<file path="config.mk">
export PLATFORM = sky130hd
export DESIGN_NAME = fetchUnit
export DESIGN_NICKNAME = d
export VERILOG_FILES = /design/src/logic/fetchPkg.sv /design/src/logic/fetchIfs.sv /design/src/logic/fetchStage.sv /design/src/logic/fetchUnit.sv /design/src/logic/instrBackingMem.sv /design/src/logic/instrCache.sv
export SDC_FILE = /design/constraint.sdc
export NUM_CORES = 1
export LEC_CHECK = 0
export ABC_AREA = 1
export BUFFER_PORTS_ARGS = -buffer_cell sky130_fd_sc_hd__buf_2
export CORE_MARGIN = 3
export CORE_UTILIZATION = 50
export DETAILED_ROUTE_END_ITERATION = 12
export HOLD_SLACK_MARGIN = 0.12
export MAX_ROUTING_LAYER = met4
export PLACE_DENSITY_LB_ADDON = 0.1
export SYNTH_ARGS = -nofsm -noshare
export SYNTH_HDL_FRONTEND = slang
export SYNTH_MEMORY_MAX_BITS = 65536
export SYNTH_SLANG_ARGS = --single-unit
</file>
<file path="constraint.sdc">
create_clock -name clk -period 2 [get_ports clk]
set_clock_uncertainty 0.15 [all_clocks]
set_input_delay 0.1 -clock clk [delete_from_list [all_inputs] [get_ports clk]]
set_output_delay 0.1 -clock clk [all_outputs]
set_load 0.01 [all_outputs]
</file>
<file path="src/program.hex">
// test program image, one 16-bit instruction word per line
// line n holds the word at byte address 2*n
3a41
1c05
7e12
0f9d
5b60
22c7
6d3e
4418
91a2
0b7f
c356
2e04
8fd1
7340
e129
56bb

</file>
<file path="src/logic/fetchPkg.sv">
//************************************************************
// fetch subsystem shared types
// word type, cache line geometry and the cache FSM states
//************************************************************
package fetchPkg;

    // 16-bit instruction / address value, fixed by the ISA
    typedef logic [15:0] word;

    localparam int lineWords = 4;    // words per cache line
    localparam int memWords  = 256;  // program memory depth in words

    // one cache line, word 0 in the low bits
    typedef word [lineWords-1:0] line;

    // instruction cache controller states
    typedef enum logic [1:0] {
        idle,       // waiting for a fetch request
        lookup,     // tag / valid compare
        fill,       // line fill outstanding on the backing memory
        respond     // ack held until fetch drops req
    } cacheState;

endpackage

</file>
<file path="src/logic/fetchIfs.sv">
`timescale 1ns/1ps
//************************************************************
// fetch internal links
// instruction request (stage to cache) and line fill
// (cache to backing memory), both four-phase req/ack
//************************************************************

// fetch stage <-> instruction cache
interface instrReqIf;
    logic          req;    // held until ack seen
    fetchPkg::word addr;   // byte address, stable while req high
    logic          ack;    // data valid while high
    fetchPkg::word data;
    logic          err;    // addr beyond program memory

    modport requester (
        output req, addr,
        input  ack, data, err
    );

    modport responder (
        input  req, addr,
        output ack, data, err
    );
endinterface

// instruction cache <-> backing memory
interface lineFillIf;
    logic          req;
    fetchPkg::word lineAddr;   // line-aligned byte address
    logic          ack;
    fetchPkg::line lineData;   // whole line, valid while ack high

    modport requester (
        output req, lineAddr,
        input  ack, lineData
    );

    modport responder (
        input  req, lineAddr,
        output ack, lineData
    );
endinterface

</file>
<file path="src/logic/fetchStage.sv">
`timescale 1ns/1ps
//************************************************************
// instruction fetch stage
// PC register, PC+2, redirect select, pending-redirect
// tracking and requester side of the instruction handshake
//************************************************************
module fetchStage (
    input  logic          clk,
    input  logic          rstN,
    input  logic          writePc1,     // low on load-use hazard
    input  logic          writePc2,     // low on data memory stall
    input  logic          branchTake,
    input  logic          jump,
    input  fetchPkg::word brAddr,
    input  fetchPkg::word jumpAddr,
    output fetchPkg::word pcOut,        // address being fetched
    output fetchPkg::word nxtPc,        // pcOut + 2
    output fetchPkg::word instr,
    output logic          validIns,     // one cycle per issued instruction
    output logic          err,
    instrReqIf.requester  mem
);

    fetchPkg::word pcQ;
    fetchPkg::word pcIn;        // next PC when the PC is written
    fetchPkg::word liveTarget;  // redirect target this cycle
    fetchPkg::word pendAddrQ;   // latched redirect target
    fetchPkg::word instrQ;      // last delivered instruction
    logic          reqQ;
    logic          pendQ;       // redirect seen before done
    logic          brOrJ;
    logic          done;        // first cycle ack seen with req high
    logic          pcWrite;
    logic          ofErr;

    // incrementer, carry out flags wrap past 16'hFFFE
    assign {ofErr, nxtPc} = {1'b0, pcQ} + 17'd2;

    assign brOrJ      = branchTake | jump;
    assign liveTarget = jump ? jumpAddr : brAddr;  // jump wins

    // req falls in the cycle after done, so done lasts one cycle
    assign done    = reqQ & mem.ack;
    assign pcWrite = done & writePc1 & writePc2;

    // an older latched redirect beats a live one
    always_comb begin
        if (pendQ) begin
            pcIn = pendAddrQ;
        end else if (brOrJ) begin
            pcIn = liveTarget;
        end else begin
            pcIn = nxtPc;
        end
    end

    // four-phase requester
    always_ff @(posedge clk or negedge rstN) begin
        if (!rstN) begin
            reqQ <= 1'b0;
        end else if (reqQ) begin
            if (mem.ack) begin
                reqQ <= 1'b0;    // phase 3 drop req
            end
        end else if (!mem.ack) begin
            reqQ <= 1'b1;        // previous ack gone, start next fetch
        end
    end

    // PC only moves on done with both write enables high
    always_ff @(posedge clk or negedge rstN) begin
        if (!rstN) begin
            pcQ <= '0;
        end else if (pcWrite) begin
            pcQ <= pcIn;
        end
    end

    // pending flag set by a redirect that the PC could not take yet,
    // held across stalled dones until the PC finally loads the target
    always_ff @(posedge clk or negedge rstN) begin
        if (!rstN) begin
            pendQ <= 1'b0;
        end else begin
            pendQ <= (pendQ | brOrJ) & ~pcWrite;
        end
    end

    // first redirect target is kept while pending
    always_ff @(posedge clk) begin
        if (brOrJ && !pendQ) begin
            pendAddrQ <= liveTarget;
        end
        if (done) begin
            instrQ <= mem.data;   // kept across stalls
        end
    end

    assign mem.req  = reqQ;
    assign mem.addr = pcQ;      // stable while req high

    assign pcOut    = pcQ;
    assign instr    = done ? mem.data : instrQ;
    assign validIns = done & ~pendQ;    // stale fetch dropped here
    assign err      = ofErr | mem.err;

endmodule

</file>
<file path="src/logic/fetchUnit.sv">
`timescale 1ns/1ps
//************************************************************
// instruction fetch unit top level
// fetch stage, instruction cache and backing memory
//************************************************************
module fetchUnit #(
    parameter int numLines    = 8,  // cache lines
    parameter int fillLatency = 4   // backing memory wait
) (
    input  logic          clk,
    input  logic          rstN,
    input  logic          writePc1,
    input  logic          writePc2,
    input  logic          branchTake,
    input  logic          jump,
    input  fetchPkg::word brAddr,
    input  fetchPkg::word jumpAddr,
    output fetchPkg::word pcOut,
    output fetchPkg::word nxtPc,
    output fetchPkg::word instr,
    output logic          validIns,
    output logic          err
);

    instrReqIf reqBus ();   // stage -> cache
    lineFillIf fillBus ();  // cache -> memory

    fetchStage iStage (
        .clk        (clk),
        .rstN       (rstN),
        .writePc1   (writePc1),
        .writePc2   (writePc2),
        .branchTake (branchTake),
        .jump       (jump),
        .brAddr     (brAddr),
        .jumpAddr   (jumpAddr),
        .pcOut      (pcOut),
        .nxtPc      (nxtPc),
        .instr      (instr),
        .validIns   (validIns),
        .err        (err),
        .mem        (reqBus.requester)
    );

    instrCache #(.numLines(numLines)) iCache (
        .clk  (clk),
        .rstN (rstN),
        .cpu  (reqBus.responder),
        .fill (fillBus.requester)
    );

    instrBackingMem #(.fillLatency(fillLatency)) iBackMem (
        .clk  (clk),
        .rstN (rstN),
        .fill (fillBus.responder)
    );

endmodule

</file>
<file path="src/logic/instrBackingMem.sv">
`timescale 1ns/1ps
//************************************************************
// program backing memory
// image from program.hex, one line per fill after a fixed wait
//************************************************************
module instrBackingMem #(
    parameter int fillLatency = 4
) (
    input  logic         clk,
    input  logic         rstN,
    lineFillIf.responder fill
);

    localparam int addrBits = $clog2(fetchPkg::memWords);
    localparam int cntBits  = $clog2(fillLatency + 1);

    fetchPkg::word       memArr [fetchPkg::memWords];
    fetchPkg::line       lineQ;
    logic [cntBits-1:0]  cnt;        // wait cycles so far
    logic [addrBits-1:0] baseIdx;    // word index of line start
    logic                ackQ;
    logic                lastWait;

    initial begin
        $readmemh("/design/src/program.hex", memArr);
    end

    assign baseIdx  = fill.lineAddr[addrBits:1];
    assign lastWait = cnt == cntBits'(fillLatency - 1);

    // wait counter and ack
    always_ff @(posedge clk or negedge rstN) begin
        if (!rstN) begin
            cnt  <= '0;
            ackQ <= 1'b0;
        end else if (fill.req && !ackQ) begin
            if (lastWait) begin
                cnt  <= '0;
                ackQ <= 1'b1;   // ack fillLatency cycles after req
            end else begin
                cnt <= cnt + 1'b1;
            end
        end else if (!fill.req && ackQ) begin
            ackQ <= 1'b0;       // req gone, release
        end
    end

    // line captured together with ack rise
    always_ff @(posedge clk) begin
        if (fill.req && !ackQ && lastWait) begin
            for (int i = 0; i < fetchPkg::lineWords; i++) begin
                lineQ[i] <= memArr[baseIdx + addrBits'(i)];
            end
        end
    end

    assign fill.ack      = ackQ;
    assign fill.lineData = lineQ;

endmodule

</file>
<file path="src/logic/instrCache.sv">
`timescale 1ns/1ps
//************************************************************
// direct-mapped read-only instruction cache
// tag/valid lookup, whole-line fill from the backing memory
//************************************************************
module instrCache #(
    parameter int numLines = 8
) (
    input  logic         clk,
    input  logic         rstN,
    instrReqIf.responder cpu,
    lineFillIf.requester fill
);

    // byte address = {tag, index, offset, 1'b0}
    localparam int offBits = $clog2(fetchPkg::lineWords);
    localparam int idxBits = $clog2(numLines);
    localparam int tagBits = 16 - 1 - offBits - idxBits;
    localparam fetchPkg::word memLimit = fetchPkg::word'(fetchPkg::memWords * 2);

    fetchPkg::cacheState state;
    fetchPkg::line       dataArr [numLines];
    logic [tagBits-1:0]  tagArr  [numLines];
    logic [numLines-1:0] validArr;

    logic [offBits-1:0]  off;
    logic [idxBits-1:0]  idx;
    logic [tagBits-1:0]  tag;
    logic                hit;
    logic                addrErr;
    logic                ackQ;
    logic                fillReqQ;
    fetchPkg::word       dataQ;

    assign off = cpu.addr[offBits:1];
    assign idx = cpu.addr[offBits+idxBits:offBits+1];
    assign tag = cpu.addr[15:offBits+idxBits+1];

    assign hit     = validArr[idx] && (tagArr[idx] == tag);
    assign addrErr = cpu.addr >= memLimit;     // never filled

    // control FSM
    always_ff @(posedge clk or negedge rstN) begin
        if (!rstN) begin
            state    <= fetchPkg::idle;
            ackQ     <= 1'b0;
            fillReqQ <= 1'b0;
            validArr <= '0;     // cache starts empty
        end else begin
            case (state)
                fetchPkg::idle: begin
                    // both links must be back at rest first
                    if (cpu.req && !ackQ && !fill.ack) begin
                        state <= fetchPkg::lookup;
                    end
                end
                fetchPkg::lookup: begin
                    if (addrErr || hit) begin
                        ackQ  <= 1'b1;          // hit or error, answer now
                        state <= fetchPkg::respond;
                    end else begin
                        fillReqQ <= 1'b1;       // miss
                        state    <= fetchPkg::fill;
                    end
                end
                fetchPkg::fill: begin
                    if (fill.ack) begin
                        fillReqQ      <= 1'b0;
                        validArr[idx] <= 1'b1;
                        ackQ          <= 1'b1;
                        state         <= fetchPkg::respond;
                    end
                end
                fetchPkg::respond: begin
                    if (!cpu.req) begin
                        ackQ  <= 1'b0;          // phase 4
                        state <= fetchPkg::idle;
                    end
                end
                default: begin
                    state <= fetchPkg::idle;
                end
            endcase
        end
    end

    // line, tag and response data
    always_ff @(posedge clk) begin
        if (state == fetchPkg::lookup) begin
            // junk on a miss, overwritten when the line lands
            dataQ <= addrErr ? '0 : dataArr[idx][off];
        end
        if (state == fetchPkg::fill && fill.ack) begin
            dataArr[idx] <= fill.lineData;
            tagArr[idx]  <= tag;
            dataQ        <= fill.lineData[off];   // bypass into response
        end
    end

    assign cpu.ack  = ackQ;
    assign cpu.data = dataQ;
    assign cpu.err  = addrErr;

    assign fill.req      = fillReqQ;
    assign fill.lineAddr = {cpu.addr[15:offBits+1], {(offBits + 1){1'b0}}};

endmodule

</file>
# Word-level counts from Yosys, hierarchy flattened
# Memory sizes are Yosys's and may differ from the RTL's.
# Index checks and enable logic that the tools add are counted.
totals:
  ff_bits: 146
  ramBits: 592
  inputBits: 38
  wordCells: 104
  n_memories: 2
classes:
  add_sub_neg: 2
  n_lt_le_gt_ge: 4
  n_eq_ne: 11
  n_mux: 34
  n_bitwise: 11
  n_reduce_logical: 24
memory_table:
  columns: ["memory", "words", "word_bits", "rd", "rd_clocked_by_memory_dff", "wr", "line", "source"]
  rows:
  - ["iCache.dataArr", 8, 64, 1, 0, 1, "instrCache.sv:22", "fetchPkg::line dataArr [numLines];"]
  - ["iCache.tagArr", 8, 10, 1, 0, 1, "instrCache.sv:23", "logic [tagBits-1:0] tagArr [numLines];"]
op_table:
  columns: ["operator", "count"]
  rows:
  - ["$mux W16", 9]
  - ["$bmux W16 S2", 2]
  - ["$add A16 B2 Y17 const B", 1]
  - ["$ge A16 B10 Y1 const B", 1]
  - ["$mux W1", 14]
  - ["$eq A10 B10 Y1", 1]
  - ["$logic_and A1 B1 Y1", 9]
  - ["$ne A2 B1 Y1 const B", 4]
  - ["$or A8 B8 Y8", 1]
  - ["$pmux W2 S4", 1]
  - ["$mux W2", 3]
  - ["$reduce_and A3 Y1", 2]
  - ["$reduce_bool A2 Y1", 3]
  - ["$and A1 B1 Y1", 5]
  - ["$eq A2 B2 Y1 const B", 2]
  - ["$logic_not A1 Y1", 4]
  - ["$lt A3 B4 Y1 const B", 1]
  - ["$ne A2 B2 Y1 const B", 2]
  - ["$reduce_and A2 Y1", 2]
  - ["$reduce_and A4 Y1", 1]
  - ["$add A3 B1 Y3 const B", 1]
  - ["$bmux W1 S3", 1]
  - ["$demux W1 S3", 1]
  - ["$eq A3 B2 Y1 const B", 1]
  - ["other kinds (11)", 14]

# Depth between registers and ports, before layout
# Gate-level depths: netlist of run 1.
depth:
  ltp_word: 6
  ltp_mapped: 18
  mapped_depth_nobuf: 16

# Modules after synthesis
# A second synthesis of run 1 with hierarchy kept.
unflattened:
  cells_unflattened: 2105
  area_unflattened_um2: 27309.9
modules_own_cells:
  columns: ["module", "n_inst", "cells_each", "area_each_um2", "seq_area_each_um2"]
  rows:
  - ["instrCache", 1, 1670, 23890.4, 18557.8]
  - ["fetchStage", 1, 348, 2753.9, 1251.2]
  - ["instrBackingMem", 1, 87, 665.6, 100.1]

# Worst setup path after synthesis of run 1
# OpenSTA, ideal clock, no wires.
synth_timing:
  kind: "register to register"
  start: "register iStage.pcQ[3] (netlist: iStage.mem.addr[3])"
  end: "register iStage.pcQ[14] (netlist: iStage.mem.addr[14])"
  setup_time_ns: 0.087
  arrival_ns: 1.771
  required_time_ns: 1.763
  slack_ns: -0.009
  path_stages_with_launch: 11
  period_less_slack_ns: 2.009
  path_cell_list: "dfrtp_1 > buf_4 > buf_4 > nand3_2 > nor2_2 > nand3_1 > nor3_2 > nand3_1 > xor2_1 > nand2_1 > a22oi_1"
synth_via:
  elab_chain_cells: 3
synth_rtl:
  columns: ["item", "line", "source"]
  rows:
  - ["from (decl)", "fetchStage.sv:24", "fetchPkg::word pcQ;"]
  - ["from (signal assigned)", "fetchStage.sv:75", "pcQ <= pcIn;"]
  - ["$add A16 B2 Y17", "fetchStage.sv:37", "assign {ofErr, nxtPc} = {1'b0, pcQ} + 17'd2;"]
  - ["net nxtPc[14]", "fetchUnit.sv:19", "output fetchPkg::word nxtPc,"]
  - ["$mux W16", "fetchStage.sv:50", "end else if (brOrJ) begin"]
  - ["$mux W16", "fetchStage.sv:48", "if (pendQ) begin"]
# The timed path passes the listed nets, and every way through them passes these cells.
# A chain may end at the register's enable or synchronous reset.

# Final worst setup path of run 1
layout_timing:
  start: "register iStage.pcQ[2] (netlist: iStage.mem.addr[2])"
  end: "output nxtPc[15]"
layout_via:
  elab_chain_cells: 1
layout_rtl:
  columns: ["item", "line"]
  rows:
  - ["$add A16 B2 Y17", "fetchStage.sv:37"]
  - ["to (decl)", "fetchUnit.sv:19"]
# Every way passes these cells.

==> metrics.txt, run 1 <==
Die Ht=approximately 120 um; Port-buffer cells=between 80 and 90; number of global-route vias before repair=5571; final number of max-transition violations=0; pin count of the biggest net entering global routing=34; core region area=between 10000 and 15000 um^2; Synth cell types=39; Post-Route WL=roughly 17000 um; Die ar.=14900 um^2; setup_tns=-1.22 ns; crit path DAT=1.95 ns; Worst Setup End Kind=output port; clock sink count=roughly 150; fmax=0.455 GHz; commonest non-fill, non-tap cell in the layout=nand2_1; hold crit path type=in -> reg; min cycle time layout=roughly 2.2 ns; Seq/Total Area, Yosys=0.601; Placed Area=between 7000 and 8000 um^2; Mapped Area=between 6000 and 7000 um^2; pwr/cell area=1390 nW/um^2; Seq pwr share=0.325; total power=~13000 uW; syn nets=744; n_diodes=0; Longest Clk Path Bufs=2; worst hold slack=0.215 ns; peak supply drop=between 0.0009 and 0.001 V; worst skew pair latency=between 0.4 and 0.5 ns; CP Class=reg -> out; antenna viol nets, final=0; sw frac=0.376; number of flops mapped to enable cells by yosys=96; post-DR wirelength/cell=approximately 16 um; first-pass GRT wire length=~28000 um; GP Congestion=0.877; most frequent cells in the layout=159 x nand2_1, 130 x inv_1, 96 x edfxtp_1; Worst Setup Slack, final=-0.199 ns; yosys warns=0; vias post-DR=5460; Final Hold Vio Count=0; Slew @ Worst Pin=between 0.6 and 0.7 ns; static leakage=roughly 0.0042 uW; row cnt=between 40 and 50; CTS tree=yes; final setup vio count=9; final instance area=~9000 um^2; vias per inst=roughly 5.1; CP required=around 1.8 ns; syn avg cell area=approximately 9.6 um^2; die width=roughly 120 um; grt total ovfl=0; flops & latches, synth=roughly 150; placed cells=roughly 990; Detailed Route Iter0 Violations=409; hpwl dp=11400 um; top-area cell type share of the netlist area=0.428; DR pass1 iterations=5; area leader, netlist=edfxtp_1; Tcrit/Tclk final=1.10; layout cells sized above 1=0.276; Most used DFF post-synth=edfxtp_1; Clock Power Share=0.252; Pint=~8000 uW; top post-synthesis cells by area=edfxtp_1 43%, dfrtp_1 13%, nand2_1 9.2%; failing checks=setup timing; Max transition margin=0.546; Starting Density=0.523; Comb pwr share=0.423; asr flop ratio synth=0.233; Clock transition at path regs=0.06 ns; Syn Inst Count=699; IO Count=88; status=finished with violations; Layout Cells excl Fill=approximately 1.1k; post-layout net count=just over 900; Root Buffer Master=clkbuf_16; sw power=between 4000 and 5000 uW; Startpoint Class=flop; CTS H-tree lvls=4; total CTS buffers=17; synthesis-to-finish area growth=35.6%; All-Layer GR Usage=0.253; critical path peak fanout=3; # DRC=0; initial antenna violation count=0; RSZ-0062 raised after global routing=true; Max-Cap Viols=0
cell families (layout without fill, tap and decap cells):
kind of cell / after synthesis / after routing / synth area share
flops: 146 / 146 / 0.601
xor+xnor: 13 / 13 / 0.0169
mux: 11 / 11 / 0.0163
compound gates: 62 / 62 / 0.0620
buf+inv: 158 / 358 / 0.0965
simple gates: 302 / 302 / 0.194
fa+ha+maj: 7 / 7 / 0.0130
synthesized netlist by cell type, types with 2 or more instances:
cell type	count
ha_1	7
dfxtp_1	16
buf_2	9
o21ai_0	14
inv_2	2
buf_6	3
nand2_1	166
edfxtp_1	96
clkbuf_1	6
buf_4	5
a21oi_1	9
nand3b_1	4
o211ai_1	8
o21ai_1	2
dfrtp_1	34
mux2i_1	11
nand3_1	41
nor2_2	3
a22oi_1	15
a221oi_1	11
nor2_1	71
or2_2	6
xor2_1	13
inv_1	131
nor3_1	2
layout make-up:
| cell class | count | area (um^2) |
|---|---|---|
| sequential | 146 | 4060 |
| clock buffer | 24 | 557 |
| fill | 947 | 3730 |
| tap | 172 | 215 |
| multi-input combinational | 395 | 2250 |
| inverter | 135 | 519 |
| clock inverter | 8 | 57.6 |
| timing repair buffer | 191 | 1480 |
metal layers:
| metal | track usage | part of all wire | vias to the layer above |
|---|---|---|---|
| li1 | - | - | 2614 |
| met3 | 0.0599 | 0.059 | 34 |
| met4 | 0.0959 | 0.028 | 0 |
| met5 | - | 0 | - |
| met1 | 0.297 | 0.40 | 2620 |
| met2 | 0.426 | 0.51 | 192 |
power by group through the flow:
stage / Combinational (uW) / Sequential, uW / Clock, uW
final: 5370 / 4130 / 3200
after global routing: 5900 / 4160 / 3370
after CTS: 5180 / 4110 / 3230
after detailed placement: 4560 / 4180 / 0
after global placement: 4460 / 4160 / 0
after floorplan: 2630 / 4320 / 0
flip-flops by register name, summed over array words and instances, names as in the netlist:
register / flops
iCache.state: 2
iStage.mem.req: 1
iCache.validArr: 8
iBackMem.cnt: 3
iStage.pendAddrQ: 16
iBackMem.fill.ack: 1
iStage.mem.addr: 16
iStage.instrQ: 16
iCache.tagArr: 80
iCache.cpu.ack: 1
iCache.fill.req: 1
iStage.pendQ: 1
path summary, 6_finish.rpt:
path                                         start             endpoint  slack, ns  cells past startpoint
max in group asynchronous                     rstN  iStage.mem.addr[12]       0.56                      3
worst min-delay path                          jump  iStage.pendAddrQ[1]       0.22                      4
min in group asynchronous                     rstN      iBackMem.cnt[2]       0.66                      3
worst min register to register    iStage.instrQ[5]     iStage.instrQ[5]       0.28                      2
worst max-delay path            iStage.mem.addr[2]            nxtPc[15]      -0.20                      7
worst max register to register  iStage.mem.addr[3]      iCache.fill.req      -0.17                     16
through the flow:
step | setup WS, ns | utilization
finish | -0.199 | 0.710
global route | -0.328 | 0.710
detailed placement | -0.0832 | 0.602
global placement | -0.0365 | 0.602
CTS | -0.236 | 0.700
floorplan | 0.0329 | -
critical path, cell delays in order (launching register included):
cell and delay, ns:
dfrtp_1 0.37, ha_2 0.22, nand4_4 0.12, nor2_4 0.14, nand3_4 0.11, nor4_4 0.20, xor2_2 0.20, buf_2 0.17
what timing repair did:
action / 4_1_cts / 5_1_grt
buffers inserted: 10 / 0
endpoints found under the setup margin: 15 / 94
gates resized for setup: 35 / 31
endpoints found under the hold margin: 72 / 1
hold buffers: 39 / 1
cloned: 3 / 0
pin swaps: 16 / 6
Note: power is estimated with default switching activity, not from simulation.
==> inputs of run 2 (changes only) <==
--- a/config.mk
+++ b/config.mk
@@ -8,7 +8,7 @@
 export ABC_AREA = 1
 export BUFFER_PORTS_ARGS = -buffer_cell sky130_fd_sc_hd__buf_2
 export CORE_MARGIN = 3
-export CORE_UTILIZATION = 50
+export CORE_UTILIZATION = 35
 export DETAILED_ROUTE_END_ITERATION = 12
 export HOLD_SLACK_MARGIN = 0.12
 export MAX_ROUTING_LAYER = met4
==> metrics.txt, run 2 (synthesized netlist as in run 1, its figures left out) <==
status=finished with violations; failing checks=setup timing; antenna viol nets, final=0 (unchanged); CTS tree=yes; most frequent cells in the layout=149 x nand2_1, 127 x inv_1, 96 x edfxtp_1; row cnt=50 (+22%); register area=4060 um^2 (about the same); R2R depth=18 (+2); Max transition margin=0.459 (-0.0876); number of global-route vias before repair=5491 (-1.4%); initial antenna violation count=0 (unchanged); # DRC=0 (unchanged); min cycle time layout=2.22 ns (+0.0173 ns); peak supply drop=0.000747 V (-19%); worst skew pair latency=0.42 ns (about the same); Longest Clk Path Bufs=2 (unchanged); vias per inst=4.56 (-11%); register name with the most flops=iCache.tagArr; Max-Cap Viols=0 (unchanged); Worst Hold Depth=3 (-1); Final Hold Vio Count=0 (unchanged); number of fill cells=1712 (+81%); final number of max-transition violations=0 (unchanged); Post-Route WL=18700 um (+7.5%); IO Count=88 (unchanged); post-DR wirelength/cell=15.7 um (-3.0%); vias post-DR=5408 (-0.95%); DR pass1 iterations=5 (unchanged); crit path DAT=1.97 ns (+0.02 ns); layout cells sized above 1=0.339 (+0.0629); Die Ht=145 um (+19%); core region area=18800 um^2 (+46%); Final Core Density=0.519 (-0.191); Place WS=-0.207 ns (-0.124 ns); CTS H-tree lvls=4 (unchanged); Startpoint Class=flop; hpwl dp=12500 um (+9.7%); Worst Setup End Kind=output port; Tcrit/Tclk final=1.11 (+0.00867); static leakage=0.00441 uW (+5.3%); max reg flops=80 (unchanged); die width=145 um (+19%); CP Class=reg -> out; pin count of the biggest net entering global routing=28 (-18%); GP Congestion=0.853 (-2.7%); R2R setup slack=-0.18 ns (about the same); All-Layer GR Usage=0.187 (-0.0658); Clock transition at path regs=0.06 ns (about the same); total CTS buffers=17 (unchanged); commonest non-fill, non-tap cell in the layout=nand2_1; first-pass GRT wire length=29000 um (+4.2%); Die ar.=21000 um^2 (+41%); Detailed Route Iter0 Violations=325 (-21%); Slew @ Worst Pin=0.810 ns (+0.131 ns); grt total ovfl=0 (unchanged); area of the multi-input gates=2430 um^2 (+8.0%); final setup vio count=11 (+2); fmax=0.451 GHz (-0.78%); hold crit path type=in -> reg; post-layout net count=959 (+3.0%); Worst Setup Slack, final=-0.216 ns (-0.0173 ns); Port-buffer cells=87 (unchanged); critical path peak fanout=11 (+8); CP required=1.75 ns (about the same); Root Buffer Master=clkbuf_16; Starting Density=0.358 (-0.166); n_diodes=0 (unchanged); clock sink count=146 (unchanged); synthesis-to-finish area growth=45.0%; RSZ-0062 raised after global routing=true; pwr/cell area=1400 nW/um^2 (+1.0%)
==> run 2: layout make-up <==
cell class | instances | share of cell area
Clock inverter | 12 | 0.00909
Sequential cell | 146 | 0.416
Timing Repair Buffer | 219 | 0.187
Clock buffer | 20 | 0.0512
Tap cell | 260 | 0.0333
Multi-Input combinational cell | 395 | 0.249
Inverter | 135 | 0.0549
==> run 2: worst paths after layout <==
kind	startpoint	to
setup reg to reg	iStage.mem.addr[3]	iCache.state[0]
min in group asynchronous	rstN	iStage.mem.addr[0]
max in group asynchronous	rstN	iCache.validArr[1]
hold reg to reg	iStage.instrQ[15]	iStage.instrQ[15]
hold / removal	jump	iStage.pendAddrQ[1]
setup / recovery	iStage.mem.addr[3]	nxtPc[14]
==> run 2: routing by layer <==
metal  vias to the layer above  track usage  routed length [um]
met3                        11       0.0378                 810
li1                       2673            -                   -
met4                         0       0.0442                 169
met1                      2593        0.245                8550
met5                         -            -                   0
met2                       131        0.302                9140
==> run 2: critical path: stages (launching register included) <==
cell and delay [ns]:
dfrtp_2 0.40, buf_12 0.15, nand3_2 0.11, nor2_4 0.12
nand3_2 0.11, nor3_4 0.18, nand3_2 0.12, xor2_2 0.19
buf_2 0.17
==> run 2: per-stage QoR <==
step,hold slack [ns],power [uW],std cells,TNS (ns),area [um^2]
global placement,-0.0754,9050,1090,-0.788,7990
floorplan,-0.346,6940,699,0,6750
CTS,0.275,13200,1177,-1.85,9440
global route,0.148,14500,1187,-2.90,9770
finish,0.115,13700,1187,-1.43,9770
detailed placement,-0.0802,9080,1090,-0.745,7990
==> run 2: timing repair <==
| item | 4_1_cts | 5_1_grt |
|---|---|---|
| gates resized for setup | 62 | 71 |
| setup buffers | 14 | 13 |
| endpoints found under the setup margin | 17 | 46 |
| pin swaps | 13 | 39 |
| gates cloned | 3 | 3 |
| endpoints found under the hold margin | 73 | 1 |
| hold buffers | 39 | 1 |
==> run 2: where the power goes <==
part | internal [uW] | switching (uW) | total (uW)
logic | 2800 | 3710 | 6510
registers | 3820 | 267 | 4080
clock network | 1830 | 1290 | 3120
==> inputs of run 3 (changes only) <==
==> constraint.sdc (replaced) <==
create_clock -name clk -period 1.8 [get_ports clk]
set_clock_uncertainty 0.15 [all_clocks]
set_input_delay 0.36 -clock clk [delete_from_list [all_inputs] [get_ports clk]]
set_output_delay 0.36 -clock clk [all_outputs]
set_load 0.01 [all_outputs]
==> metrics.txt, run 3 (synthesized netlist as in run 1, its figures left out) <==
Die ar.=21000 um^2 (unchanged); All-Layer GR Usage=0.194 (+0.00677); hold crit path type=in -> reg; Root Buffer Master=clkbuf_16; row cnt=50 (unchanged); Longest Clk Path Bufs=2 (unchanged); antenna viol nets, final=0 (unchanged); Slew @ Worst Pin=0.482 ns (-0.327 ns); Final Hold Vio Count=0 (unchanged); initial antenna violation count=0 (unchanged); Tcrit/Tclk final=1.36; crit path DAT=1.94 ns (-0.03 ns); Detailed Route Iter0 Violations=265 (-18%); grt total ovfl=0 (unchanged); CP required=1.29 ns (-0.46 ns); vias per inst=4.58 (+0.48%); commonest non-fill, non-tap cell in the layout=nand2_1; layout cells sized above 1=0.378 (+0.0395); Worst Setup End Kind=output port; RSZ-0062 raised after global routing=true; CTS H-tree lvls=4 (unchanged); GP Congestion=0.801 (-6.1%); clock sink count=146 (unchanged); failing checks=setup timing; pin count of the biggest net entering global routing=35 (+25%); post-layout net count=976 (+1.8%); Worst Setup Slack, final=-0.655 ns (-0.438 ns); hpwl dp=12000 um (-3.8%); vias post-DR=5512 (+1.9%); register name with the most flops=iCache.tagArr; Post-Route WL=19300 um (+3.4%); Max stage delay on crit path=0.41 ns (about the same); final number of max-transition violations=0 (unchanged); static leakage=0.00458 uW (+4.0%); worst skew pair latency=0.44 ns (+0.02 ns); DR pass1 iterations=4 (-1); most frequent cells in the layout=152 x nand2_1, 121 x inv_1, 96 x edfxtp_1; max reg flops=80 (unchanged); min cycle time layout=2.45 ns; pwr/cell area=1560 nW/um^2 (+11%); # DRC=0 (unchanged); CP Cell Sequence=buf_6 -> nand3_4 -> nor2_4 -> nand3_4 -> nor3_4 -> nand3_2 -> xor2_4 -> buf_6; IO Count=88 (unchanged); Max-Cap Viols=0 (unchanged); CTS tree=yes; first-pass GRT wire length=30100 um (+3.9%); synthesis-to-finish area growth=54.9%; status=finished with violations; Place WS=-0.384 ns (-0.177 ns); CP max-delay cell=dfrtp_2; Buf+Inv Stages, Crit Path=2 (unchanged); Die Ht=145 um (unchanged); Starting Density=0.358 (unchanged); core region area=18800 um^2 (unchanged); peak supply drop=0.000813 V (+8.8%); n_diodes=0 (unchanged); Max transition margin=0.679 (+0.220); total CTS buffers=17 (unchanged); CP Class=reg -> out; Final Core Density=0.554 (+0.0352); Startpoint Class=flop; cell family with most CP delay=simple AND/OR/NAND/NOR gates; Port-buffer cells=87 (unchanged); setup_tns=-10.80 ns (-9.37 ns); fmax=0.407 GHz; die width=145 um (unchanged); critical path peak fanout=3 (-8); Clock transition at path regs=0.07 ns (about the same); number of global-route vias before repair=5591 (+1.8%); final setup vio count=79 (+68); post-DR wirelength/cell=16.0 um (+1.9%)
run 3: cell types whose count changed in the layout (fill, tap and decap cells not counted), sizes merged:
cell | before | now
dlygate4sd3 | 39 | 33
buf | 177 | 199
clkinv | 8 | 3
clkinvlp | 0 | 1
inv | 139 | 144
run 3: cell type report:
cell class | count | area (um^2)
clock buffers | 19 | 475
clock inverters | 13 | 120
repair buffers | 236 | 2280
flip-flops and latches | 146 | 4060
inverters | 135 | 541
multi-input cells | 395 | 2640
well taps | 260 | 325
fillers | 1589 | 8390
run 3: worst min-delay path, stage by stage:
cell and delay (ns):
buf_2 0.10, nand2_1 0.05, nand2_1 0.06, nand2_1 0.07, a32oi_1 0.10
run 3: what timing repair did:
| item | CTS | global route |
|---|---|---|
| pin swaps | 39 | 18 |
| hold buffers | 33 | 0 |
| gates cloned | 4 | 4 |
| hold endpoints to repair | 50 | 0 |
| buffers inserted | 32 | 13 |
| setup endpoints to repair | 51 | 124 |
| gates resized for setup | 165 | 60 |
run 3: per-stage QoR:
| step | instance area [um^2] | std cells | power, uW | hold slack (ns) |
|---|---|---|---|---|
| 2_1_floorplan | 6830 | 699 | 7880 | -0.0856 |
| 3_3_place_gp | 8170 | 1104 | 10300 | 0.260 |
| 3_5_place_dp | 8170 | 1104 | 10400 | 0.262 |
| 4_1_cts | 10100 | 1197 | 15700 | 0.153 |
| 5_1_grt | 10400 | 1204 | 17200 | 0.210 |
| 6_report | 10400 | 1204 | 16200 | 0.178 |
run 3: path summary, 6_finish.rpt:
path | end | slack [ns] | start | depth (start not counted)
max reg2reg | iCache.fill.req | -0.41 | iStage.mem.addr[5] | 16
max in group asynchronous | iStage.mem.addr[6] | 0.78 | rstN | 3
min in group asynchronous | iCache.state[1] | 0.35 | rstN | 3
min | iStage.mem.addr[1] | 0.18 | jumpAddr[1] | 5
max | nxtPc[14] | -0.65 | iStage.mem.addr[2] | 8
min reg2reg | iCache.validArr[1] | 0.32 | iCache.validArr[1] | 2
run 3: layer usage:
layer | GRT usage | routed length (um) | vias up
met4 | 0.0525 | 284 | 0
met1 | 0.254 | 8800 | 2650
met5 | - | 0 | -
li1 | - | - | 2719
met2 | 0.311 | 9520 | 124
met3 | 0.0365 | 702 | 19
run 3: power breakdown:
group          internal (uW)  total [uW]  switching, uW
clock                   2000        3580           1580
sequential              4240        4530            285
combinational           3710        8140           4430
total                   9950       16200           6290
